### config.mk
export PLATFORM = sky130hd
export DESIGN_NAME = collision
export DESIGN_NICKNAME = d
export VERILOG_FILES = /design/src/game_pkg.sv /design/src/collision.sv
export VERILOG_INCLUDE_DIRS = /design/src
export SDC_FILE = /design/constraint.sdc
export NUM_CORES = 1
export LEC_CHECK = 0
export ABC_AREA = 1
export BUFFER_PORTS_ARGS = -buffer_cell sky130_fd_sc_hd__buf_2
export CELL_PAD_IN_SITES_DETAIL_PLACEMENT = 1
export CELL_PAD_IN_SITES_GLOBAL_PLACEMENT = 2
export CORE_ASPECT_RATIO = 0.7
export CORE_MARGIN = 8
export CORE_UTILIZATION = 29
export DETAILED_ROUTE_END_ITERATION = 8
export PLACE_DENSITY_LB_ADDON = 0.1
export SYNTH_ARGS = -nofsm -noshare
export SYNTH_HDL_FRONTEND = slang
export SYNTH_SLANG_ARGS = --single-unit
### constraint.sdc
create_clock -name vclk -period 6.7
set_input_delay 0 -clock vclk [all_inputs]
set_output_delay 0 -clock vclk [all_outputs]
set_load 0.05 [all_outputs]
### src/game_defines.svh
`ifndef GAME_DEFINES_SVH
`define GAME_DEFINES_SVH

// Screen and player geometry in pixels
`define SCREEN_W        640
`define SCREEN_H        480
`define P1_START        32'h0160_0064 // x 352, y 100
`define P2_START        32'h0190_0064 // x 400, y 100
`define P1_SIZE         32'h0028_003C // 40 by 60
`define P2_SIZE         32'h0028_003C
`define GRAVITY_RST     1
`define STAGE_POS_RST   32'h0064_012C // x 100, y 300
`define STAGE_SIZE_RST  32'h01B8_0028 // 440 by 40

// Motion constants, per physics tick
`define WALK_STEP       2
`define JUMP_V          8
`define VY_MAX          6
`define REACH           16
`define KNOCK           3
`define PHYS_DIV        4

// Controller bits
`define BTN_LEFT        0
`define BTN_RIGHT       1
`define BTN_JUMP        2
`define BTN_ATTACK      3

// Coprocessor block numbers, address bits 11:7
`define SEL_POS1        5'd0
`define SEL_POS2        5'd1
`define SEL_CTRL1       5'd4
`define SEL_CTRL2       5'd5
`define SEL_COLL1       5'd12
`define SEL_COLL2       5'd13
`define SEL_ATK1        5'd16
`define SEL_ATK2        5'd17
`define SEL_CFG         5'd31

// Registers of the config block, address bits 6:2
`define CFG_GRAVITY     5'd0
`define CFG_STAGE_POS   5'd1
`define CFG_STAGE_SIZE  5'd2

`endif

### src/game_pkg.sv
package game_pkg;

	// Screen coordinates, origin top left
	typedef struct packed {
		logic [15:0] x; // Upper half of the word
		logic [15:0] y; // Lower half
	} xy_t;

	// Position or size word
	// Bus side sees raw, coprocessors see xy
	typedef union packed {
		logic [31:0] raw;
		xy_t         xy;
	} pos_word_u;

endpackage

### src/collision.sv
`timescale 1ns/100ps
`include "game_defines.svh"

// Player box against stage and screen edges, purely combinational
module collision (
	input  game_pkg::pos_word_u player_pos,
	input  game_pkg::pos_word_u player_size,
	input  game_pkg::pos_word_u stage_pos,
	input  game_pkg::pos_word_u stage_size,
	output logic [3:0]          coll
);
	always_comb begin
		int px;
		int py;
		int pw;
		int ph;
		int sx;
		int sy;
		int sw;
		px = int'(player_pos.xy.x);
		py = int'(player_pos.xy.y);
		pw = int'(player_size.xy.x);
		ph = int'(player_size.xy.y);
		sx = int'(stage_pos.xy.x);
		sy = int'(stage_pos.xy.y); // Stage top
		sw = int'(stage_size.xy.x);

		// Floor needs x overlap, feet at or past top, head still above
		coll[0] = (px < sx + sw) && (px + pw > sx) && (py + ph >= sy) && (py < sy);
		coll[1] = (py == 0);                 // Ceiling
		coll[2] = (px == 0);                 // Left wall
		coll[3] = (px + pw >= `SCREEN_W);    // Right wall
	end

	// Holds only while the stage sits lower than one player height
	a_floor_ceiling: assert #0 (!((coll[0] === 1'b1) && (coll[1] === 1'b1)))
		else $error("Floor and ceiling set together");
endmodule

==> run_results.csv <==
group,metric,value,unit
synth,synth_xor_area_share,9.826,%
die,die_area,0.01711,mm^2
die,die_h,111.9,um
layout,stdcell_count,876,
drt,final_antenna_net_count,0,
sta,tns,0,ns
synth,synthesis.nets,835,
worst_setup_path,crit_cells,24,
sta,setup_viol_count_final,0,
synth,seq_area_frac_synth,0,%
power,power.density,102.9,mW/mm^2
cts,cts_setup_buffers,0,
die,rows,35,
synth,synth_fa_ha_area_share,37.73,%
die,io_pins,132,
die,start_util,29.27,%
worst_setup_path,slowest_stage,"fa_1",
sta,worst_pin_slew,0.5843,ns
place,place_congestion,0.8456,
layout,diodes,0,
sta,slew_viol_final,0,
drt,drc,0,
power,p_leak,2.688,nW
layout,clockBufferCount,0,
drt,via_count,4163,
place,dpl_cell_area,0.004596,mm^2
power,peakVddDrop,0.03094,mV
worst_setup_path,cp_top_family,"simple AND/OR/NAND/NOR gates",
layout,n_fill_cell,1755,
worst_setup_path,cp_common_cell,"nand2_1",
layout,syn2layout_area_growth,20.70,%
sta,fmax,0.2947,GHz
drt,wl_per_cell,15.08,um
global_route,grt_pass1_wl,22160,um
layout,ff_latch_area,0,um^2
layout,design.seq.count,0,
synth,synth_compound_area_share,17.45,%
job,cap_viol_max_count,0,
cts,cts_resized,0,
synth,synth_top_family_by_area,"adder cells",
worst_setup_path,crit_type,"input pin to primary output",
layout,multi_input_area,0.003421,mm^2
outcome,status,"finished, final reports clean",
synth,synthMuxAreaShare,0,%
worst_setup_path,worst_path_largest_cell_delay,0.42,ns
sta,hold_viol,0,
place,hpwl,12460,um
worst_setup_path,startpoint,"player_pos[16]",
worst_setup_path,critPathMaxFanout,4,
worst_setup_path,crit_required,6.70,ns
drt,drt-total-wl,13210,um
synth,syn_avg_cell_area,6.410,um^2
cts,hold_buffers,0,
worst_setup_path,cp-endpoint,"coll[0]",
place,portBuffers,116,
layout,finalInstanceArea,0.004596,mm^2
worst_setup_path,start_kind,"input pin",
drt,drt_iter0_markers,97,
synth,postSynthCellCount,594,
synth,yosys.area_share.simple,24.84,%
hold_path,hp-class,"input pin to primary output",
layout,drive_above_1_share,18.87,%
worst_setup_path,crit_chain,"buf_2, ha_1, inv_1, fa_1, o21ai_2, nand2_2, nand2_4, nand2_2, nand2_2, a21o_2, xor2_1, inv_1, ha_1, nand2_1, inv_1, nand3_1, nor2_1, nand2_1, nand2_1, nand2_1, a21oi_1, nand4_1, nor2_1, buf_2",
synth,syn_area,0.003807,mm^2
worst_setup_path,critPathArrivalTime,3.39,ns
layout,fin_nets,953,
worst_setup_path,worstSetupEndpointType,"primary output",
layout,layout.cells.most_common,"nand2_1",
global_route,grt_util_all_layers,15.22,%
die,die_w,153.0,um
drt,viasPerCell,4.752,
die,core-area,0.01301,mm^2
global_route,grt_pass1_vias,4505,
global_route,antenna_found_initial,0,
worst_setup_path,path_buf_inv,5,
synth,ys_types,35,
drt,dr.pass1.iters,6,
global_route,grt.overflow.total,0,
synth,yosys_warnings,0,
sta,fin_crit_sh,50.65,%
sta,rsz0062_at_grt,"no",
sta,relSlewSlack,60.69,%
place,place_inst,876,
global_route,grt_max_degree,7,
layout,most-common-layout-cells,"121 x nand2_1, 116 x buf_2, 110 x ha_1",
sta,min_period,3.393,ns
layout make-up:
cell class         count  area share [%]
inverters            103           8.413
well taps            166           4.519
multi-input cells    491           74.44
repair buffers       116           12.63
per-stage QoR:
| step | power (mW) | utilization [%] | worst slack (ns) | hold WS, ns |
|---|---|---|---|---|
| after floorplan | 0.3291 | - | 3.729 | 0.2471 |
| after CTS | 0.4811 | 35.33 | 3.250 | 0.4801 |
| after global placement | 0.4612 | 35.33 | 3.361 | 0.4820 |
| after global routing | 0.5507 | 35.33 | 2.973 | 0.5180 |
| after detailed placement | 0.4768 | 35.33 | 3.269 | 0.4805 |
| final | 0.4727 | 35.33 | 3.307 | 0.4719 |
cell usage after synthesis, drive strengths merged:
cell type  count  area (um^2)
a211o          1        8.760
a211oi         2        15.01
a21boi         2        15.01
a21o           4        32.53
a21oi         71        366.6
a31oi          3        18.77
a41oi          1        8.760
and3           1        6.260
clkinv         1        3.750
fa             3        60.06
ha           110         1376
inv          102        382.9
nand2        128        503.0
nand2b         1        6.260
nand3         22        115.1
nand3b         2        15.01
nand4          8        50.05
nor2          36        135.1
nor3          13        65.06
nor4           8        50.05
o211ai         1        7.510
o21a           4        30.03
o21ai         24        123.9
o21bai         5        37.54
xnor2         15        131.4
xor2          26        242.7
worst min-delay path, delay by kind of cell:
family / cells / cell delay [ns]
simple gates: 3 / 0.15
buf+inv: 2 / 0.32
routing by layer:
metal	wire length, um	GRT usage (%)
met4	0	0
met1	7422	22.82
met5	0	0
met2	5394	24.38
met3	393	1.200
worst min path at each step:
stage / depth (start not counted) / end / slack, ns / startpoint
2_1_floorplan: 3 / coll[1] / 0.25 / player_pos[14]
3_3_place_gp: 5 / coll[2] / 0.48 / player_pos[22]
3_5_place_dp: 5 / coll[2] / 0.48 / player_pos[23]
4_1_cts: 5 / coll[2] / 0.48 / player_pos[23]
5_1_grt: 5 / coll[1] / 0.52 / player_pos[10]
6_report: 5 / coll[2] / 0.47 / player_pos[22]
report_power, final:
group | switching [mW] | leakage, nW | internal [mW] | total, mW
Clock | 0 | 0 | 0 | 0
Sequential | 0 | 0 | 0 | 0
Combinational | 0.280 | 2.69 | 0.192 | 0.473
Total | 0.280 | 2.69 | 0.192 | 0.473
cell families (layout without fill, tap and decap cells):
| logic type | after synthesis | in the layout |
|---|---|---|
| adders and majority gates | 113 | 113 |
| xor gates and xnor gates | 41 | 41 |
| and+or+nand+nor | 219 | 219 |
| AOI/OAI and AO/OA | 118 | 118 |
| buffers and inverters | 103 | 219 |
Power figures use the tool's default switching activity.
