## config.mk

```make
export PLATFORM = sky130hd
export DESIGN_NAME = attack_coprocessor
export DESIGN_NICKNAME = d
export VERILOG_FILES = /design/src/game_pkg.sv /design/src/attack_coprocessor.sv
export VERILOG_INCLUDE_DIRS = /design/src
export SDC_FILE = /design/constraint.sdc
export NUM_CORES = 1
export LEC_CHECK = 0
export ABC_CLOCK_PERIOD_IN_PS = 1000
export BUFFER_PORTS_ARGS = -buffer_cell sky130_fd_sc_hd__buf_2
export CELL_PAD_IN_SITES_DETAIL_PLACEMENT = 0
export CELL_PAD_IN_SITES_GLOBAL_PLACEMENT = 1
export CORE_UTILIZATION = 30
export CTS_CLUSTER_SIZE = 40
export DETAILED_ROUTE_END_ITERATION = 7
export GPL_ROUTABILITY_DRIVEN = 0
export PLACE_DENSITY = 0.79
export RECOVER_POWER = 25
export SYNTH_ARGS = -nofsm -noshare
export SYNTH_HDL_FRONTEND = slang
export SYNTH_SLANG_ARGS = --single-unit
```

## constraint.sdc

```tcl
create_clock -name clock -period 1 [get_ports clock]
set_clock_uncertainty 0.05 [all_clocks]
set_input_delay 0.15 -clock clock [delete_from_list [all_inputs] [get_ports clock]]
set_output_delay 0.15 -clock clock [all_outputs]
set_load 0.05 [all_outputs]
```

## src/game_defines.svh

```systemverilog
`ifndef GAME_DEFINES_SVH
`define GAME_DEFINES_SVH

// Screen and player geometry in pixels
`define SCREEN_W        640
`define SCREEN_H        480
`define P1_START        32'h0160_0064 // x 352, y 100
`define P2_START        32'h0190_0064 // x 400, y 100
`define P1_SIZE         32'h0028_003C // 40 by 60
`define P2_SIZE         32'h0028_003C
`define GRAVITY_RST     1
`define STAGE_POS_RST   32'h0064_012C // x 100, y 300
`define STAGE_SIZE_RST  32'h01B8_0028 // 440 by 40

// Motion constants, per physics tick
`define WALK_STEP       2
`define JUMP_V          8
`define VY_MAX          6
`define REACH           16
`define KNOCK           3
`define PHYS_DIV        4

// Controller bits
`define BTN_LEFT        0
`define BTN_RIGHT       1
`define BTN_JUMP        2
`define BTN_ATTACK      3

// Coprocessor block numbers, address bits 11:7
`define SEL_POS1        5'd0
`define SEL_POS2        5'd1
`define SEL_CTRL1       5'd4
`define SEL_CTRL2       5'd5
`define SEL_COLL1       5'd12
`define SEL_COLL2       5'd13
`define SEL_ATK1        5'd16
`define SEL_ATK2        5'd17
`define SEL_CFG         5'd31

// Registers of the config block, address bits 6:2
`define CFG_GRAVITY     5'd0
`define CFG_STAGE_POS   5'd1
`define CFG_STAGE_SIZE  5'd2

`endif

```

## src/game_pkg.sv

```systemverilog
package game_pkg;

	// Screen coordinates, origin top left
	typedef struct packed {
		logic [15:0] x; // Upper half of the word
		logic [15:0] y; // Lower half
	} xy_t;

	// Position or size word
	// Bus side sees raw, coprocessors see xy
	typedef union packed {
		logic [31:0] raw;
		xy_t         xy;
	} pos_word_u;

endpackage

```

## src/attack_coprocessor.sv

```systemverilog
`timescale 1ns/100ps
`include "game_defines.svh"

module attack_coprocessor (
	input  logic                clock,
	input  logic                arst_n,
	input  game_pkg::pos_word_u own_pos,
	input  game_pkg::pos_word_u own_size,
	input  game_pkg::pos_word_u foe_pos,
	input  game_pkg::pos_word_u foe_size,
	input  logic [3:0]          controls,
	output logic                hit,
	output logic signed [15:0]  knock
);
	logic               hit_d;
	logic signed [15:0] knock_d;

	always_comb begin
		int ox;
		int oy;
		int ow;
		int oh;
		int fx;
		int fy;
		int fw;
		int fh;
		logic in_reach;
		ox = int'(own_pos.xy.x);
		oy = int'(own_pos.xy.y);
		ow = int'(own_size.xy.x);
		oh = int'(own_size.xy.y);
		fx = int'(foe_pos.xy.x);
		fy = int'(foe_pos.xy.y);
		fw = int'(foe_size.xy.x);
		fh = int'(foe_size.xy.y);

		// Own box widened left and right by the reach
		in_reach = (ox - `REACH < fx + fw) && (ox + ow + `REACH > fx)
			&& (oy < fy + fh) && (oy + oh > fy);
		hit_d    = controls[`BTN_ATTACK] && in_reach;

		// Push foe away from attacker
		knock_d = (ox < fx) ? 16'(`KNOCK) : 16'(-`KNOCK);
	end

	always_ff @(posedge clock or negedge arst_n) begin
		if (!arst_n) begin
			hit   <= 1'b0;
			knock <= '0;
		end else begin
			hit   <= hit_d;
			knock <= knock_d;
		end
	end
endmodule

```

==> results of run 1 <==
==> per-stage QoR <==
stage               hold slack [ns]  total power, mW  TNS, ns
floorplan                    -0.196             3.67    -3.38
global placement            -0.0906             5.52    -4.47
detailed placement          -0.0914             5.60    -4.63
CTS                           0.135             6.55    -6.50
global route                  0.137             7.39    -7.64
finish                        0.135             6.67    -7.00
==> sequential cells by signal, indices dropped and copies added (netlist names) <==
register,cells
hit,1
knock,3
==> worst min-delay path, delay by kind of cell <==
family,cells,cell delay [ns]
AO/OA/AOI/OAI,2,0.12
buffers and inverters,1,0.10
==> path summary, 6_finish.rpt <==
path | startpoint | to | slack (ns) | cells past startpoint
min in group asynchronous | arst_n | knock[14] | 0.24 | 2
setup / recovery | foe_size[16] | hit | -2.39 | 18
max in group asynchronous | arst_n | knock[14] | 0.46 | 2
hold / removal | controls[3] | hit | 0.13 | 3
==> layout by cell type, fill, tap and decap left out, drive strengths merged, types with 4 or more instances in the layout <==
cell,n
buf,354
and2,4
nand2b,5
a21o,22
nor2b,11
a211oi,13
o21ai,41
nand4,6
xnor2,34
clkbuf,5
a21oi,61
xor2,23
o21bai,6
nand3,17
o21a,13
nor3,16
nor2,45
and3,5
ha,157
inv,64
o211ai,6
fa,4
nand2,33
or3,5
dfrtp,4
a31oi,10
o31ai,5
or2,6
==> kinds of logic (layout without fill, tap and decap cells) <==
group / count (synthesis) / in the layout
XOR/XNOR: 57 / 57
AO/OA/AOI/OAI: 198 / 198
adder cells (fa/ha/maj): 161 / 161
flip-flops: 4 / 4
other: 1 / 1
AND/OR/NAND/NOR: 163 / 163
buffers and inverters: 77 / 424
==> cells in the mapped netlist (5+ instances only) <==
library cell and count:
o211ai_1 6, nand2_1 33, buf_4 13, a21o_1 22
o21bai_1 6, a211oi_1 11, xor2_1 23, o21ai_0 38
xnor2_1 34, and3_1 5, o21a_1 13, inv_1 64
a21oi_1 61, nand2b_1 5, nor2_1 45, nand4_1 6
ha_1 157, or2_2 5, nor3_1 16, or3_1 5
nor2b_1 11, o31ai_1 5, a31oi_1 9, nand3_1 17
==> cell type report <==
class / instances / area, µm² / share of cell area
repair buffers: 356 / 2500 / 0.311
well taps: 220 / 275 / 0.0342
inverters: 64 / 253 / 0.0314
multi-input cells: 580 / 4840 / 0.601
clock buffers: 4 / 78.8 / 0.00980
flip-flops and latches: 4 / 104 / 0.0129
==> power by group <==
group          leakage [nW]  switching, mW  internal [mW]
Sequential           0.0473         0.0237          0.186
Clock                0.0382          0.136          0.529
Combinational          4.21           2.84           2.96
Total                  4.30           3.00           3.67
==> layer usage <==
metal  GRT usage  vias up  share of wire
met5           0        -              0
met4      0.0262        0          0.012
met3     0.00961       15          0.033
met2       0.306      117           0.47
met1       0.226     2575           0.49
li1            -     3131              -
==> timing repair <==
action                     in CTS  in global routing
pin swaps                      18                  1
setup endpoints to repair      20                 17
gates resized for setup        48                 24
hold endpoints to repair        4                  0
setup buffers                   4                  4
hold buffers                    1                  0
==> results.md, run 1 <==
- Max Freq: 0.295 GHz
- Simple-Gate Fraction of Synth Area: 0.160
- Post-DP HPWL: 13400 µm
- Post-Syn Nets: 956
- Worst-path cell chain: buf_6 > ha_4 > fa_2 > a211oi_4 > o21ai_2 > a2111oi_4 > o31ai_2 > nor2_1 > o21bai_1 > a21oi_1 > xor2_1 > ha_1 > nand2_1 > or2_2 > a211oi_2 > o211ai_1 > o311ai_2 > a211oi_2
- Min-delay worst type: input port to flop
- Post-synth EDFFs: 0
- I/O pin count: 151
- CTS clk-pin slew, worst paths: 0.03 ns
- Final min period: 3.39 ns
- Fin area: 8050 µm²
- Adder-Cell Fraction of Synth Area: 0.401
- Worst Path Required: 1.05 ns
- Slew Viols, Final: 0
- Vias in the first global route: 5703
- Final hold viol count: 0
- Drt wl/cell: 12.3 µm
- Slowest stage delay, CP: 0.39 ns
- Crit share post-route: 3.39
- Maxcap violations: 0
- Layout cells sized above 1: 0.398
- First-pass GRT wire length: 25000 µm
- Filler Cell Count: 1674
- Main synth FF type: dfrtp_1
- Ant diodes: 0
- Fin nets: 1304
- Worst vdd ir: 0.585 mV
- Setup ws final: -2.39 ns
- Slew @ Worst Pin: 0.520 ns
- Worst-path cell with the longest stage delay: a2111oi_4
- Outcome: finished with violations
- Asr flop ratio synth: 1.00
- Seq/Total Area, Yosys: 0.0196
- Final core utilization: 0.485
- Cell family with most CP delay: compound AO/OA/AOI/OAI gates
- CP startpoint kind: input port
- Post-synthesis mux area share: 0
- P per Cell Area: 829 nW/µm²
- Total global-route track usage: 0.170
- CTS Buf Count: 3
- CP max FO: 2
- CP bufs+invs: 1
- Placement Cell Area: 7620 µm²
- Synth cell types: 55
- Placed Cells: 1215
- RSZ-0062 raised after global routing: yes
- Area grow syn2layout: 57.9%
- H-tree levels: 1
- Num rows: 47
- GRT Residual Overflow: 0
- Crit Path Category: input port to flop
- Relative slew margins: 0.649
- WL final: 15100 µm
- Die height: 132 µm
- #FFs+latches synth: 4
- Clock sinks: 4
- Setup slack at placement: -2.78 ns
- Starting Density: 0.307
- Post-synthesis compound-gate area fraction: 0.254
- DRT antenna net count: 0
- Largest net degree at the start of global routing: 9
- Core box area: 16600 µm²
- First-pass detailed-route iteration total: 4
- Root Buffer: clkbuf_16
- DRC: 0
- Leading area contributor after synthesis: ha_1
- Finished Layout Cells: 1228
- DR vias: 5838
- CTS tree: yes
- Post-synth top area share: 0.386
- Failing checks: negative setup slack
- Initial drt markers: 156
- Die footprint: 17500 µm²
- CP Data Arrival Time: 3.44 ns
- Crit-path most repeated cell: a211oi_2
- Synth top area cells: ha_1 39%, a21oi_1 6.0%, xnor2_1 5.8%
- Avg Inst Size Synth: 7.71 µm²
- Mapped Cells: 661
- Via density: 4.75
- Final Setup Violations: 17
- Largest family of logic cells by synthesized area: adder cells
- XOR/XNOR Fraction of Synth Area: 0.0980
- Initial antenna violation count: 0
- I/O Buffers: 147
- Yosys warns: 0
- Static leakage: 4.30 nW
- Kind of end point of the critical path: flop
- Post-Syn Area: 5090 µm²
- Die Wd: 132 µm
- Max Buffers Root-to-Sink: 2
No activity file was read; power rests on OpenSTA's default activity.
==> run 2, diff against run 1 <==
--- a/config.mk
+++ b/config.mk
@@ -16,6 +16,7 @@
 export GPL_ROUTABILITY_DRIVEN = 0
 export PLACE_DENSITY = 0.79
 export RECOVER_POWER = 25
+export REMOVE_ABC_BUFFERS = 1
 export SYNTH_ARGS = -nofsm -noshare
 export SYNTH_HDL_FRONTEND = slang
 export SYNTH_SLANG_ARGS = --single-unit
==> run 2 against run 1 <==
- the run still ends with negative setup slack left
- clock-buffer cell count down 1
- setup slack better by 0.12 ns
- largest power group unchanged
- sequential power down 9.5%
- largest cell class unchanged
==> results.md, run 2 (synthesis results as in run 1) <==
- Crit Path Category: input port to flop
- Failing checks: negative setup slack
- Final min period: 3.26 ns
- GRT Residual Overflow: 0
- Final Setup Violations: 17
- CP max FO: 2
- Largest registers: knock: 3 flops, hit: 1 flops
- Worst-path cell with the longest stage delay: ha_1
- Placed Cells: 1210
- H-tree levels: 1
- Total global-route track usage: 0.183
- Final hold viol count: 0
- Drt wl/cell: 13.1 µm
- Worst vdd ir: 0.367 mV
- Static leakage: 4.31 nW
- DRC: 0
- Area grow syn2layout: 57.8%
- GRT busiest layer: met2
- Root Buffer: clkbuf_16
- CP startpoint kind: input port
- Die footprint: 17500 µm²
- Most common cell after layout, fill and taps aside: buf_4
- GRT met2 Usage: 0.341
- Kind of end point of the critical path: flop
- Outcome: finished with violations
- CP bufs+invs: 2
- Grt met1 use: 0.226
- I/O pin count: 151
- Largest net degree at the start of global routing: 15
- Finished Layout Cells: 1227
- Clock sinks: 4
- RSZ-0062 raised after global routing: yes
- P per Cell Area: 830 nW/µm²
- Setup ws final: -2.26 ns
- CTS Buf Count: 3
- Crit-path most repeated cell: ha_1
- Core box area: 16600 µm²
- Crit share post-route: 3.26
- Slew @ Worst Pin: 0.576 ns
- Maxcap violations: 0
- Min-delay worst type: input port to flop
- Most frequent cells in the layout: 207 x buf_4, 152 x ha_1, 126 x buf_2
- DRT antenna net count: 0
- Num rows: 47
- Relative slew margins: 0.612
- Starting Density: 0.307
- First-pass detailed-route iteration total: 7
- Fin nets: 1304
- Cell family with most CP delay: compound AO/OA/AOI/OAI gates
- First-pass GRT wire length: 26400 µm
- CTS clk-pin slew, worst paths: 0.03 ns
- Ant diodes: 0
- Die height: 132 µm
- Initial drt markers: 191
- Slowest stage delay, CP: 0.32 ns
- Reg with most FFs: knock
- Post-DP HPWL: 14100 µm
- Slew Viols, Final: 0
- Max Freq: 0.306 GHz
- CP Data Arrival Time: 3.31 ns
- Worst-path cell chain: buf_2 > ha_1 > buf_4 > ha_1 > a211oi_2 > o21ai_1 > a31oi_2 > o21ai_2 > a21oi_2 > o21ai_0 > xnor2_1 > ha_1 > nand4_1 > nor4_4 > o31ai_2 > a221oi_2 > a211oi_1
- Max Buffers Root-to-Sink: 2
- Max FFs per register: 3
- Setup TNS: -5.20 ns
- Via density: 4.83
- CTS tree: yes
- WL final: 16000 µm
- Vias in the first global route: 5938
- I/O Buffers: 147
- Met3 usage: 0.0146
- Filler Cell Count: 1636
- Initial antenna violation count: 2
- Die Wd: 132 µm
- Layout cells sized above 1: 0.400
- DR vias: 5926
- Worst Path Required: 1.05 ns
-- run 2: changes by cell type in the layout (fill, tap and decap cells not counted), sizes merged --
| cell | change |
|---|---|
| clkbuf | -1 |
-- run 2: final cells by class --
class,instances,area [µm²],area share
Clock buffer,3,75.1,0.00934
Inverter,64,245,0.0305
Multi-Input combinational cell,580,4850,0.603
Sequential cell,4,100,0.0125
Tap cell,220,275,0.0342
Timing Repair Buffer,356,2490,0.310
-- run 2: path summary, 6_finish.rpt --
| path | depth (start not counted) | from | end | slack, ns |
|---|---|---|---|---|
| worst max-delay path | 17 | own_pos[18] | hit | -2.26 |
| worst min-delay path | 3 | controls[3] | hit | 0.13 |
| max in group asynchronous | 2 | arst_n | knock[14] | 0.44 |
| min in group asynchronous | 2 | arst_n | knock[0] | 0.28 |
-- run 2: timing repair --
| item | CTS | global route |
|---|---|---|
| endpoints found under the hold margin | 4 | 0 |
| hold buffers | 1 | 0 |
| gates cloned | 0 | 0 |
| setup endpoints to repair | 20 | 17 |
| pin swaps | 27 | 20 |
| setup buffers | 12 | 1 |
| gates resized for setup | 76 | 22 |
-- run 2: per-layer routing --
metal	up-vias	routed length, µm
li1	3109	-
met1	2633	7240
met2	165	7770
met3	17	761
met4	2	239
met5	-	12
-- run 2: worst min-delay path: cells and delay by family --
| kind | cells | cell delay [ns] |
|---|---|---|
| compound gates | 2 | 0.11 |
| buf+inv | 1 | 0.10 |
-- run 2: power breakdown --
part           leakage, nW  switching [mW]  internal, mW
clock               0.0370           0.121         0.512
combinational         4.23            2.89          2.96
sequential          0.0485         0.00729         0.183
total                 4.31            3.02          3.66
-- run 2: metrics by stage --
stage / power, mW / hold slack (ns) / utilization / instance area [µm²] / setup slack [ns]
6_report: 6.67 / 0.131 / 0.485 / 8040 / -2.26
5_1_grt: 7.39 / 0.160 / 0.485 / 8040 / -2.55
4_1_cts: 6.56 / 0.119 / 0.477 / 7920 / -2.29
3_5_place_dp: 5.49 / -0.0869 / 0.451 / 7480 / -2.84
3_3_place_gp: 5.42 / -0.0906 / 0.451 / 7480 / -2.73
2_1_floorplan: 3.40 / -0.196 / - / 5000 / -3.66
