===== src/game_defines.svh =====
`ifndef GAME_DEFINES_SVH
`define GAME_DEFINES_SVH

// Screen and player geometry in pixels
`define SCREEN_W        640
`define SCREEN_H        480
`define P1_START        32'h0160_0064 // x 352, y 100
`define P2_START        32'h0190_0064 // x 400, y 100
`define P1_SIZE         32'h0028_003C // 40 by 60
`define P2_SIZE         32'h0028_003C
`define GRAVITY_RST     1
`define STAGE_POS_RST   32'h0064_012C // x 100, y 300
`define STAGE_SIZE_RST  32'h01B8_0028 // 440 by 40

// Motion constants, per physics tick
`define WALK_STEP       2
`define JUMP_V          8
`define VY_MAX          6
`define REACH           16
`define KNOCK           3
`define PHYS_DIV        4

// Controller bits
`define BTN_LEFT        0
`define BTN_RIGHT       1
`define BTN_JUMP        2
`define BTN_ATTACK      3

// Coprocessor block numbers, address bits 11:7
`define SEL_POS1        5'd0
`define SEL_POS2        5'd1
`define SEL_CTRL1       5'd4
`define SEL_CTRL2       5'd5
`define SEL_COLL1       5'd12
`define SEL_COLL2       5'd13
`define SEL_ATK1        5'd16
`define SEL_ATK2        5'd17
`define SEL_CFG         5'd31

// Registers of the config block, address bits 6:2
`define CFG_GRAVITY     5'd0
`define CFG_STAGE_POS   5'd1
`define CFG_STAGE_SIZE  5'd2

`endif


===== src/game_pkg.sv =====
package game_pkg;

	// Screen coordinates, origin top left
	typedef struct packed {
		logic [15:0] x; // Upper half of the word
		logic [15:0] y; // Lower half
	} xy_t;

	// Position or size word
	// Bus side sees raw, coprocessors see xy
	typedef union packed {
		logic [31:0] raw;
		xy_t         xy;
	} pos_word_u;

endpackage


===== src/phys_if.sv =====
`timescale 1ns/100ps

// Hub to physics core link, one per player
interface phys_if;
	logic [3:0]          ctrl;    // Synchronized buttons
	logic [3:0]          wall;    // Collision bits
	logic                hit;     // Opponent's attack landed
	logic signed [15:0]  knock;   // Knockback per tick
	logic [15:0]         gravity; // Added to vy while airborne
	game_pkg::pos_word_u pos;     // Current position

	modport hub (
		output ctrl,
		output wall,
		output hit,
		output knock,
		output gravity,
		input  pos
	);

	modport core (
		input  ctrl,
		input  wall,
		input  hit,
		input  knock,
		input  gravity,
		output pos
	);
endinterface


===== src/physics_coprocessor.sv =====
`timescale 1ns/100ps
`include "game_defines.svh"

module physics_coprocessor #(
	parameter logic [31:0] START = 32'd0 // Position after reset
) (
	input logic  clock,
	input logic  arst_n,
	phys_if.core link
);
	localparam int CNT_W = $clog2(`PHYS_DIV);

	logic [CNT_W-1:0]    tick_cnt; // Free running, same phase in both cores
	logic                tick;
	game_pkg::pos_word_u pos_q;
	game_pkg::pos_word_u pos_d;
	logic signed [15:0]  vy_q;     // Positive is downward
	logic signed [15:0]  vy_d;

	assign tick = (tick_cnt == CNT_W'(`PHYS_DIV - 1));

	always_ff @(posedge clock or negedge arst_n) begin
		if (!arst_n) begin
			tick_cnt <= '0;
		end else if (tick) begin
			tick_cnt <= '0; // Wrap
		end else begin
			tick_cnt <= tick_cnt + 1'b1;
		end
	end

	// Next position and speed, used only on a tick
	always_comb begin
		int x_n;
		int y_n;
		int v_n;
		x_n = int'(pos_q.xy.x);
		y_n = int'(pos_q.xy.y);
		v_n = int'(vy_q);

		// Horizontal, knockback overrides walking
		if (link.hit) begin
			x_n = x_n + int'(link.knock);
		end else begin
			if (link.ctrl[`BTN_LEFT] && !link.wall[2]) begin
				x_n = x_n - `WALK_STEP;
			end
			if (link.ctrl[`BTN_RIGHT] && !link.wall[3]) begin
				x_n = x_n + `WALK_STEP;
			end
		end
		if (x_n < 0) begin
			x_n = 0; // Stop at left screen edge
		end

		// Vertical
		if (link.wall[0]) begin // Standing on the stage
			if (link.ctrl[`BTN_JUMP]) begin
				v_n = -`JUMP_V;
			end else begin
				v_n = 0;
			end
		end else begin
			v_n = v_n + int'(link.gravity);
			if (v_n > `VY_MAX) begin
				v_n = `VY_MAX; // Terminal speed
			end
		end
		if (link.wall[1] && (v_n < 0)) begin
			v_n = 0; // Head at top of screen
		end
		y_n = y_n + v_n;
		if (y_n < 0) begin
			y_n = 0;
		end

		pos_d.xy.x = 16'(x_n);
		pos_d.xy.y = 16'(y_n);
		vy_d       = 16'(v_n);
	end

	always_ff @(posedge clock or negedge arst_n) begin
		if (!arst_n) begin
			pos_q.raw <= START;
			vy_q      <= '0;
		end else if (tick) begin
			pos_q <= pos_d;
			vy_q  <= vy_d;
		end // Held between ticks
	end

	assign link.pos = pos_q;

	// Left wall from collision must block walking left
	a_left_wall: assert property (@(posedge clock) disable iff (!arst_n)
		(tick && link.wall[2] && !link.hit) |=> (pos_q.xy.x >= $past(pos_q.xy.x)))
		else $error("x moved left through the left wall");

	a_vy_cap: assert property (@(posedge clock) disable iff (!arst_n)
		vy_q <= `VY_MAX)
		else $error("Falling speed above cap");
endmodule


===== src/flat_wrapper.sv =====
// flat-port wrapper written by rule: the top's interface ports become plain ports
module physics_coprocessor_flat 
#(
	parameter logic [31:0] START = 32'd0                        
)
  (clock, arst_n, link_ctrl, link_wall, link_hit, link_knock, link_gravity, link_pos);
  phys_if link_i ();
  input logic clock;
  input logic arst_n;
  input wire logic [$bits(link_i.ctrl)-1:0] link_ctrl;
  input wire logic [$bits(link_i.wall)-1:0] link_wall;
  input wire logic [$bits(link_i.hit)-1:0] link_hit;
  input wire logic [$bits(link_i.knock)-1:0] link_knock;
  input wire logic [$bits(link_i.gravity)-1:0] link_gravity;
  output wire logic [$bits(link_i.pos)-1:0] link_pos;
  assign link_i.ctrl = link_ctrl;
  assign link_i.wall = link_wall;
  assign link_i.hit = link_hit;
  assign link_i.knock = link_knock;
  assign link_i.gravity = link_gravity;
  assign link_pos = link_i.pos;
  physics_coprocessor #(.START(START)) u_core (.clock(clock), .arst_n(arst_n), .link(link_i));
endmodule

===== config.mk =====
export PLATFORM = sky130hd
export DESIGN_NAME = physics_coprocessor_flat
export DESIGN_NICKNAME = d
export VERILOG_FILES = /design/src/game_pkg.sv /design/src/phys_if.sv /design/src/physics_coprocessor.sv /design/src/flat_wrapper.sv
export VERILOG_INCLUDE_DIRS = /design/src
export SDC_FILE = /design/constraint.sdc
export NUM_CORES = 1
export LEC_CHECK = 0
export BUFFER_PORTS_ARGS = -buffer_cell sky130_fd_sc_hd__buf_4
export CAP_MARGIN = 20
export CORE_ASPECT_RATIO = 0.6
export CORE_MARGIN = 5
export CORE_UTILIZATION = 30
export DETAILED_ROUTE_END_ITERATION = 12
export GPL_TIMING_DRIVEN = 0
export PLACE_DENSITY = 0.5
export RECOVER_POWER = 50
export SLEW_MARGIN = 0
export SYNTH_ARGS = -nofsm -noshare
export SYNTH_HDL_FRONTEND = slang
export SYNTH_SLANG_ARGS = --single-unit

===== constraint.sdc =====
create_clock -name clock -period 5.05 [get_ports clock]
set_input_delay 0.505 -clock clock [delete_from_list [all_inputs] [get_ports clock]]
set_output_delay 0.505 -clock clock [all_outputs]
set_load 0.05 [all_outputs]

==> results of run 1 <==
==> cell usage in the layout, fill, tap and decap left out, types with 14 or more instances in the layout <==
| cell type | synthesis | final |
|---|---|---|
| buf_4 | 0 | 95 |
| a21oi_1 | 74 | 61 |
| dfrtp_1 | 50 | 50 |
| nor2_1 | 46 | 46 |
| ha_1 | 53 | 46 |
| nand2_1 | 44 | 44 |
| o21ai_0 | 34 | 33 |
| xnor2_1 | 30 | 29 |
| inv_1 | 26 | 25 |
| clkbuf_1 | 21 | 25 |
| mux2i_1 | 23 | 23 |
| nand3_1 | 22 | 22 |
| xor2_1 | 23 | 21 |
| a21o_1 | 16 | 16 |
| nor3_1 | 14 | 14 |
==> final cells by class <==
type / instances / area [µm²] / share of cell area (%)
Sequential cell: 50 / 1251 / 17.92
Inverter: 26 / 97.59 / 1.398
Buffer: 23 / 106.4 / 1.523
Clock buffer: 5 / 125.1 / 1.792
Timing Repair Buffer: 107 / 792.0 / 11.34
Tap cell: 240 / 300.3 / 4.301
Multi-Input combinational cell: 565 / 4288 / 61.42
Clock inverter: 3 / 21.27 / 0.3047
==> per-layer routing <==
layer,share of wire (%),track usage [%],vias up
met2,38,22.61,161
met1,56,30.03,2706
li1,-,-,2741
met3,5.5,2.857,11
met4,0.73,2.659,0
met5,0,0,-
==> power by group through the flow <==
stage	Sequential, mW	Clock (mW)	Combinational (mW)
finish	0.696	0.357	2.12
CTS	0.694	0.371	2.08
global placement	0.698	0	1.95
floorplan	1.03	0	1.08
global route	0.718	0.382	2.32
detailed placement	0.696	0	1.98
==> cell families after synthesis <==
group | Yosys count | synth area share (%)
multiplexers | 25 | 4.628
AND/OR/NAND/NOR | 195 | 18.53
buffers and inverters | 53 | 3.940
flip-flops | 50 | 22.91
adder cells (fa/ha/maj) | 56 | 13.24
XOR/XNOR | 53 | 8.499
AO/OA/AOI/OAI | 235 | 28.25
==> flip-flops by register name, summed over array words and instances, names as in the netlist <==
signal and cells:
u_core.link.pos 32, u_core.tick_cnt 2, u_core.vy_q 16
==> path summary, 6_finish.rpt <==
kind / start / end
max in group asynchronous: arst_n / u_core.link.pos[9]
setup reg to reg: u_core.vy_q[0] / u_core.link.pos[9]
hold reg to reg: u_core.tick_cnt[0] / u_core.tick_cnt[0]
hold / removal: u_core.tick_cnt[0] / u_core.tick_cnt[0]
min in group asynchronous: arst_n / u_core.link.pos[28]
setup / recovery: u_core.vy_q[0] / u_core.link.pos[9]
==> timing repair <==
action / in CTS / in global routing
gates cloned: 1 / 1
pin swaps: 23 / 21
hold buffers: 0 / 0
hold endpoints to repair: 0 / 0
setup buffers: 19 / 14
endpoints found under the setup margin: 16 / 16
resized for setup: 47 / 14
==> impl_metrics.csv, run 1 <==
group,metric,value,unit
critical_path,required,5200,ps
timing,period_minus_slack,5078,ps
critical_path,critical_path.slowest_cell,"or4_4",
synthesis,syn_avg_cell_area,8.188,µm²
floorplanning,initial_core_util,30.39,%
route,ant_nets,0,
synthesis,yosysTopAreaCell,"dfrtp_1",
critical_path,cp-start-kind,"register",
critical_path,cpMostUsedCell,"a21oi_2",
timing,fmax,0.1969,GHz
global_routing,grt_overflow,0,
clock_tree,cts.reportedPaths.clkPinSlew,80,ps
timing,fin_skew,10.83,ps
critical_path,cp_data_arrival_time,5230,ps
timing,finalSetupViolations,9,
power_and_ir_drop,peakVddDrop,0.0002757,V
critical_path,r2r_cells,22,
synthesis,syn_area,5461,µm²
timing,drv_slew,51,
clock_tree,cts_buffers,5,
synthesis,synth.most_common_cell,"a21oi_1",
power_and_ir_drop,share_comb_of_total_power,66.8,%
global_routing,grt_usage,17.62,%
floorplanning,ios,75,
timing,hold_viol_final,0,
place,place.gp.congestion,0.8944,
critical_path,crit_path_max_incr_delay,570,ps
power_and_ir_drop,power_frac_clock,11.2,%
outcome,status,"complete, but fails checks",
place,place_hpwl,14430,µm
power_and_ir_drop,power,3.177,mW
final_layout,design_area,6982,µm²
timing,finalSetupTns,-128.2,ps
timing,slew-limit-headroom,-105.8,%
route,route.detailed.drc,0,
synthesis,synth_edf_count,0,
critical_path,critPathMaxFanout,6,
critical_path,end_kind,"register",
route,vias,5619,
timing,timing.final.crit_share,100.6,%
clock_tree,cts_tree,"built",
critical_path,critical_path_class,"register to register",
route,viasPerCell,5.514,
global_routing,grt_max_degree,51,
clock_tree,clkSinkCount,50,
synthesis,yosys_most_used_dff,"dfrtp_1",
synthesis,ys_types,75,
route,wl_per_cell,18.60,µm
global_routing,grt_pass1_vias,5292,
final_layout,drive_gt1_share,22.46,%
timing,fin_ws,-27.85,ps
power_and_ir_drop,p_sw,1.660,mW
critical_path,worstPathCellList,"ha_2 > inv_2 > fa_2 > nor2b_4 > o31ai_4 > a21oi_2 > or4_4 > a2111oi_4 > nand4_1 > buf_4 > o31ai_4 > a21oi_2 > ha_1 > a21o_1 > a21o_1 > a21oi_2 > or4_4 > a31oi_4 > a211o_1 > o21ai_4 > buf_8 > a21oi_1",
floorplanning,core_area,17970,µm²
route,dr.pass1.iters,5,
synthesis,yosys_warnings,0,
power_and_ir_drop,p_sw_share,52.26,%
outcome,violations,"capacitance limit, slew limit, setup timing",
job,drv_cap,1,
global_routing,antenna_found_initial,0,
clock_tree,root_buffer,"clkbuf_16",
power_and_ir_drop,seq_power_share,21.9,%
floorplanning,die_height,114.5,µm
synthesis,synth_cells,667,
final_layout,fin_nets,877,
final_layout,area_growth,27.84,%
synthesis,synthTopCellsByArea,"dfrtp_1 (23%), ha_1 (12%), a21oi_1 (6.8%)",
synthesis,synth.ff_latch_count,50,
synthesis,synthArstFlopShare,100.0,%
synthesis,synth.top_cells.by_count,"a21oi_1 (74), ha_1 (53), dfrtp_1 (50), nor2_1 (46), nand2_1 (44)",
place,numPlacedInstances,980,
final_layout,antennaDiodeCount,0,
power_and_ir_drop,leakagePower,3.070,nW
floorplanning,num_rows,38,
final_layout,final_cells,1019,
clock_tree,clockBufferDepth,2,
min_path,hold_class,"register to register",
route,drt-initial-drc-count,426,
timing,hold_slack,427.6,ps
final_layout,final_util,38.85,%
critical_path,r2r_slack,-30,ps
clock_tree,h-tree-depth,2,
critical_path,path_buf_inv,3,
floorplanning,dieWidth,184.2,µm
synthesis,netlist.area_leader.share,22.91,%
critical_path,cpLargestDelayFamily,"compound AO/OA/AOI/OAI gates",
critical_path,crit_cells,22,
timing,worst_pin_slew,3088,ps
power_and_ir_drop,powerDensity,455.1,nW/µm²
global_routing,grt_first_pass_wirelength,29520,µm
place,dp_slack,-1306,ps
power_and_ir_drop,internal-power,1.517,mW
synthesis,syn_nets,766,
place,io_buffers,73,
min_path,min_delay_path_depth,1,
route,wirelength,18950,µm
final_layout,nFillCells,1870,
floorplanning,dieArea,21090,µm²
synthesis,yosysSeqAreaShare,22.91,%
clock_tree,clkLatencyLatePin,300,ps
place,place_area,6327,µm²
timing,rsz0062_at_grt,"yes",
Note: power is estimated with default switching activity, not from simulation.
==> run 2: changes to the inputs <==
ABC_AREA = 1   (was not set)
CORE_ASPECT_RATIO = not set   (was 0.6)
==> run 2 against run 1 <==
Sequential share of layout area increased by 0.35 points. Critical path type unchanged. Final cell count increased by 27%. Synthesized cell count increased by 42%. Largest power group unchanged. Combinational power decreased by 9.9%. The run ends with capacitance limit, slew limit left. Clock power increased by 14%. Wire length decreased by 9.0%. Core utilization decreased by 3.4 points. Synthesized area increased by 7.0%. Hold slack improved by 6.6 ps.
==> impl_metrics.csv, run 2 <==
group,metric,value,unit
final_layout,design_area,6849,µm²
synthesis,yosys.area_share.simple,42.56,%
power_and_ir_drop,leakagePower,3.697,nW
final_layout,mostFrequentLayoutCells,"nand2_1 (347), inv_1 (108), nor2_1 (76)",
synthesis,yosysSeqAreaShare,21.41,%
clock_tree,cts_buffers,5,
synthesis,synth-compound-area-share,11.33,%
timing,finalSetupViolations,0,
synthesis,yosys_most_used_dff,"dfrtp_1",
final_layout,final_common_cell,"nand2_1",
global_routing,grt_max_degree,51,
timing,fmax,0.2230,GHz
power_and_ir_drop,powerDensity,436.8,nW/µm²
timing,fin_skew,8.422,ps
synthesis,netlist.area_leader.share,22.29,%
synthesis,synthArstFlopShare,100.0,%
min_path,hold_class,"register to register",
floorplanning,dieWidth,149.6,µm
final_layout,antennaDiodeCount,0,
clock_tree,cts.reportedPaths.clkPinSlew,80,ps
synthesis,synth_top_family_by_area,"simple AND/OR/NAND/NOR gates",
synthesis,syn_area,5844,µm²
final_layout,largest_register_ffs,32,
final_layout,fin_nets,1126,
global_routing,grt_overflow,0,
critical_path,cp_data_arrival_time,4720,ps
floorplanning,dieArea,22370,µm²
synthesis,yosysTopAreaCell,"nand2_1",
route,ant_nets,0,
global_routing,grt_first_pass_wirelength,27830,µm
critical_path,r2r_slack,570,ps
synthesis,synth.top_cells.by_count,"nand2_1 (347), inv_1 (108), nor2_1 (76), nand3_1 (73), a21oi_1 (64)",
clock_tree,clockBufferDepth,2,
critical_path,cpMostUsedCell,"nand2_1",
outcome,violations,"capacitance limit, slew limit",
floorplanning,core_area,19330,µm²
synthesis,synth.ff_latch_count,50,
min_path,min_delay_path_depth,1,
global_routing,grt_usage,15.16,%
route,wirelength,17240,µm
outcome,status,"complete, but fails checks",
global_routing,grt_pass1_vias,5690,
synthesis,yosys.area_share.xor_xnor,2.997,%
synthesis,yosys_warnings,0,
timing,drv_slew,51,
route,vias,5970,
timing,slew-limit-headroom,-86.67,%
clock_tree,h-tree-depth,2,
clock_tree,root_buffer,"clkbuf_16",
critical_path,crit_path_max_incr_delay,410,ps
synthesis,synth_edf_count,0,
clock_tree,cts_tree,"built",
synthesis,syn_avg_cell_area,6.178,µm²
critical_path,critical_path.slowest_cell,"fa_1",
min_path,hp-start,"u_core.tick_cnt[0]",
floorplanning,num_rows,51,
route,wl_per_cell,13.33,µm
timing,rsz0062_at_grt,"no",
route,drt-initial-drc-count,274,
timing,hold_viol_final,0,
final_layout,area_growth,17.19,%
floorplanning,initial_core_util,30.23,%
critical_path,r2r_cells,30,
place,io_buffers,73,
floorplanning,ios,75,
place,place_area,6724,µm²
timing,timing.final.crit_share,88.79,%
synthesis,synth.most_common_cell,"nand2_1",
synthesis,synth_mux_area_share,0,%
place,place.gp.congestion,0.8814,
final_layout,nFillCells,2174,
clock_tree,cts-hold-fix-buffers,0,
min_path,hold_end,"u_core.tick_cnt[0]",
place,place_hpwl,14420,µm
clock_tree,clkSinkCount,50,
route,route.detailed.drc,0,
timing,finalSetupTns,0,ps
power_and_ir_drop,power,2.992,mW
timing,hold_slack,434.2,ps
critical_path,r2r-end,"u_core.link.pos[4]",
synthesis,ys_types,42,
floorplanning,die_height,149.6,µm
place,dp_slack,78.27,ps
route,viasPerCell,4.617,
synthesis,synth-adder-area-share,12.37,%
synthesis,synth_cells,946,
power_and_ir_drop,peakVddDrop,0.0002788,V
global_routing,antenna_found_initial,0,
timing,fin_ws,566.2,ps
job,drv_cap,1,
timing,period_minus_slack,4484,ps
critical_path,critical_path_class,"register to register",
final_layout,drive_gt1_share,11.48,%
synthesis,syn_nets,1045,
timing,worst_pin_slew,2800,ps
synthesis,synthTopCellsByArea,"nand2_1 (22%), dfrtp_1 (21%), ha_1 (11%)",
critical_path,required,5290,ps
critical_path,end_kind,"register",
route,dr.pass1.iters,4,
critical_path,r2r_start,"u_core.vy_q[0]",
critical_path,critPathMaxFanout,10,
critical_path,cp-start-kind,"register",
clock_tree,clkLatencyLatePin,300,ps
==> run 2: cell types whose count changed after synthesis, sizes merged, moves of 14 or more <==
cell   change
inv       +88
mux2i     -23
nand2    +309
nand3     +66
nor2      +40
o21ai     -14
xnor2     -19
xor2      -14
==> run 2: worst max path at each step <==
stage	slack (ps)	startpoint	end	cells after the start
after floorplan	1130	link_gravity[0]	u_core.link.pos[4]	30
after global placement	110	link_gravity[0]	u_core.link.pos[6]	30
after detailed placement	80	link_gravity[0]	u_core.link.pos[8]	31
after CTS	290	u_core.vy_q[0]	u_core.link.pos[8]	30
after global routing	20	u_core.vy_q[0]	u_core.link.pos[4]	30
final	570	u_core.vy_q[0]	u_core.link.pos[4]	30
==> run 2: metrics by stage <==
step	utilization [%]	instances
floorplan	-	946
global placement	34.78	1284
detailed placement	34.78	1284
CTS	35.68	1292
global route	35.42	1293
finish	35.42	1293
==> run 2: logic make-up after synthesis <==
family | Yosys count
xor gates and xnor gates | 20
adders and majority gates | 56
and+or+nand+nor | 562
AOI/OAI and AO/OA | 121
DFF | 50
buffers and inverters | 137
==> run 2: report_power, final <==
part           switching (mW)  internal, mW  leakage, nW  total [mW]
Combinational            1.30         0.613         2.99        1.91
Clock                   0.168         0.238       0.0819       0.406
Sequential              0.163         0.514        0.629       0.678
Total                    1.63          1.37         3.70        2.99
==> run 2: repair_timing <==
item / in CTS / in global routing
resized for setup: 0 / 3
buffers inserted: 0 / 1
endpoints found under the setup margin: 0 / 15
==> run 2: cell type report <==
type	count	area [µm²]	area share [%]
Inverter	117	440.4	6.430
Tap cell	265	331.6	4.841
Clock inverter	3	48.80	0.7125
Buffer	20	105.1	1.535
Timing Repair Buffer	74	495.5	7.234
Multi-Input combinational cell	759	4051	59.15
Sequential cell	50	1251	18.27
Clock buffer	5	125.1	1.827
==> run 2: worst max-delay path, delay by kind of cell, from the launching register on <==
kind | cells | cell delay (ps)
adder cells (fa/ha/maj) | 3 | 750
AND/OR/NAND/NOR | 16 | 1480
flip-flops | 1 | 350
buffers and inverters | 5 | 840
AO/OA/AOI/OAI | 6 | 1010
==> run 2: layer usage <==
layer / share of wire (%) / vias up / global-route usage [%]
li1: - / 3211 / -
met5: 0 / - / 0
met1: 48 / 2649 / 20.52
met4: 0.87 / 0 / 2.105
met2: 48 / 98 / 27.01
met3: 3.0 / 12 / 1.242
==> run 3: changes to the inputs <==
CORE_MARGIN = 2   (was 5)
RECOVER_POWER = 100   (was 50)
==> run 3 against run 2 <==
Wire length up 2.6%. Worst setup slack worse by 62 ps. Sequential power down 1%. Sequential share of layout area up 0.39 points. Hold slack better by 2.4 ps. The flow still finishes with violations (capacitance limit, slew limit). Critical endpoint is now u_core.link.pos[6]. Clock power about the same. Non-clock buffer count down 1. Final cell count about the same. First-iteration DRC count up 7.3%. Critical path type unchanged.
==> impl_metrics.csv, run 3 (synthesized netlist as in run 2, its figures left out) <==
group,metric,value,unit
floorplanning,initial_core_util,30.33,%
critical_path,r2r_start,"u_core.vy_q[0]",
final_layout,largest_register_ffs,32,
final_layout,fin_nets,1125,
timing,finalSetupTns,0,ps
timing,finalSetupViolations,0,
final_layout,final_common_cell,"nand2_1",
floorplanning,die_height,143.6,µm
timing,fmax,0.2200,GHz
power_and_ir_drop,peakVddDrop,0.0003185,V
min_path,hp-start,"u_core.tick_cnt[0]",
power_and_ir_drop,power,2.930,mW
place,numPlacedInstances,1284,
floorplanning,dieArea,20610,µm²
timing,hold_viol_final,0,
clock_tree,h-tree-depth,2,
final_layout,drive_gt1_share,8.569,%
critical_path,end_kind,"register",
power_and_ir_drop,leakagePower,3.568,nW
clock_tree,ctsResizeCount,0,
critical_path,cp_data_arrival_time,4790,ps
route,dr.pass1.iters,7,
timing,period_minus_slack,4546,ps
timing,slew-limit-headroom,-99.05,%
place,dp_slack,179.4,ps
critical_path,critical_path_class,"register to register",
route,wirelength,17690,µm
global_routing,grt_first_pass_wirelength,28640,µm
critical_path,critical_path.slowest_cell,"fa_1",
floorplanning,core_area,19270,µm²
route,drt-initial-drc-count,294,
critical_path,required,5290,ps
floorplanning,dieWidth,143.6,µm
timing,timing.final.crit_share,90.02,%
route,vias,5958,
timing,worst_pin_slew,2986,ps
global_routing,grt_max_degree,51,
global_routing,antenna_found_initial,0,
clock_tree,clkSinkCount,50,
outcome,status,"complete, but fails checks",
critical_path,critPathMaxFanout,10,
clock_tree,cts-hold-fix-buffers,0,
timing,fin_ws,504.0,ps
final_layout,area_growth,14.77,%
critical_path,crit_path_max_incr_delay,400,ps
clock_tree,clockBufferDepth,2,
critical_path,cp-start-kind,"register",
timing,drv_slew,51,
critical_path,critPathLaunch,"u_core.vy_q[0]",
clock_tree,cts_buffers,5,
clock_tree,clkLatencyLatePin,300,ps
timing,fin_skew,5.536,ps
final_layout,mostFrequentLayoutCells,"nand2_1 (348), inv_1 (109), nor2_1 (78)",
global_routing,grt_pass1_vias,5729,
min_path,hold_class,"register to register",
job,drv_cap,1,
place,io_buffers,73,
outcome,violations,"capacitance limit, slew limit",
route,route.detailed.drc,0,
timing,rsz0062_at_grt,"no",
final_layout,final_cells,1292,
critical_path,cpMostUsedCell,"nand2_1",
global_routing,grt_overflow,0,
clock_tree,cts.reportedPaths.clkPinSlew,70,ps
clock_tree,cts_tree,"built",
place,place.gp.congestion,0.9233,
route,ant_nets,0,
clock_tree,root_buffer,"clkbuf_16",
final_layout,antennaDiodeCount,0,
route,wl_per_cell,13.69,µm
clock_tree,cts_setup_buffers,0,
floorplanning,ios,75,
floorplanning,num_rows,51,
place,place_hpwl,14160,µm
global_routing,grt_usage,17.65,%
final_layout,nFillCells,2193,
power_and_ir_drop,powerDensity,436.8,nW/µm²
route,viasPerCell,4.611,
==> run 3: final timing paths <==
| check | endpoint | slack [ps] | cells after the start |
|---|---|---|---|
| setup / recovery | u_core.link.pos[6] | 500 | 31 |
| hold / removal | u_core.tick_cnt[0] | 440 | 1 |
| setup reg to reg | u_core.link.pos[6] | 500 | 31 |
| hold reg to reg | u_core.tick_cnt[0] | 440 | 1 |
| max in group asynchronous | u_core.link.pos[26] | 2200 | 1 |
| min in group asynchronous | u_core.link.pos[4] | 1170 | 1 |
==> run 3: layout make-up <==
| type | instances | area (µm²) | share of cell area [%] |
|---|---|---|---|
| Inverter | 117 | 440.4 | 6.566 |
| Sequential cell | 50 | 1251 | 18.65 |
| Clock buffer | 7 | 132.6 | 1.977 |
| Timing Repair Buffer | 73 | 424.2 | 6.323 |
| Buffer | 20 | 86.33 | 1.287 |
| Tap cell | 265 | 331.6 | 4.943 |
| Multi-Input combinational cell | 759 | 4011 | 59.80 |
| Clock inverter | 1 | 30.03 | 0.4477 |
==> run 3: report_power, final <==
group / switching, mW / internal, mW
Combinational: 1.29 / 0.566
Sequential: 0.156 / 0.515
Clock: 0.173 / 0.235
Total: 1.61 / 1.32
==> run 3: per-layer routing <==
metal	GRT usage, %	part of all wire [%]	vias to the layer above	wire [µm]
li1	-	-	3214	-
met1	23.01	48	2630	8436
met2	31.73	48	103	8523
met3	1.833	3.2	11	560
met4	3.302	0.94	0	167
met5	0	0	-	0
==> run 3: worst max-delay path: cells and delay by family (launching register included) <==
family,cells,cell delay [ps]
simple gates,17,1560
fa+ha+maj,3,800
buf+inv,5,660
flops,1,360
compound gates,6,1120
==> run 3: through the flow <==
step	cell area, µm²	utilization [%]	hold slack (ps)
after detailed placement	6724	34.89	429.9
final	6708	34.81	436.6
after global placement	6724	34.89	425.8
after floorplan	5844	-	209.4
after global routing	6708	34.81	451.2
after CTS	6887	35.74	288.8
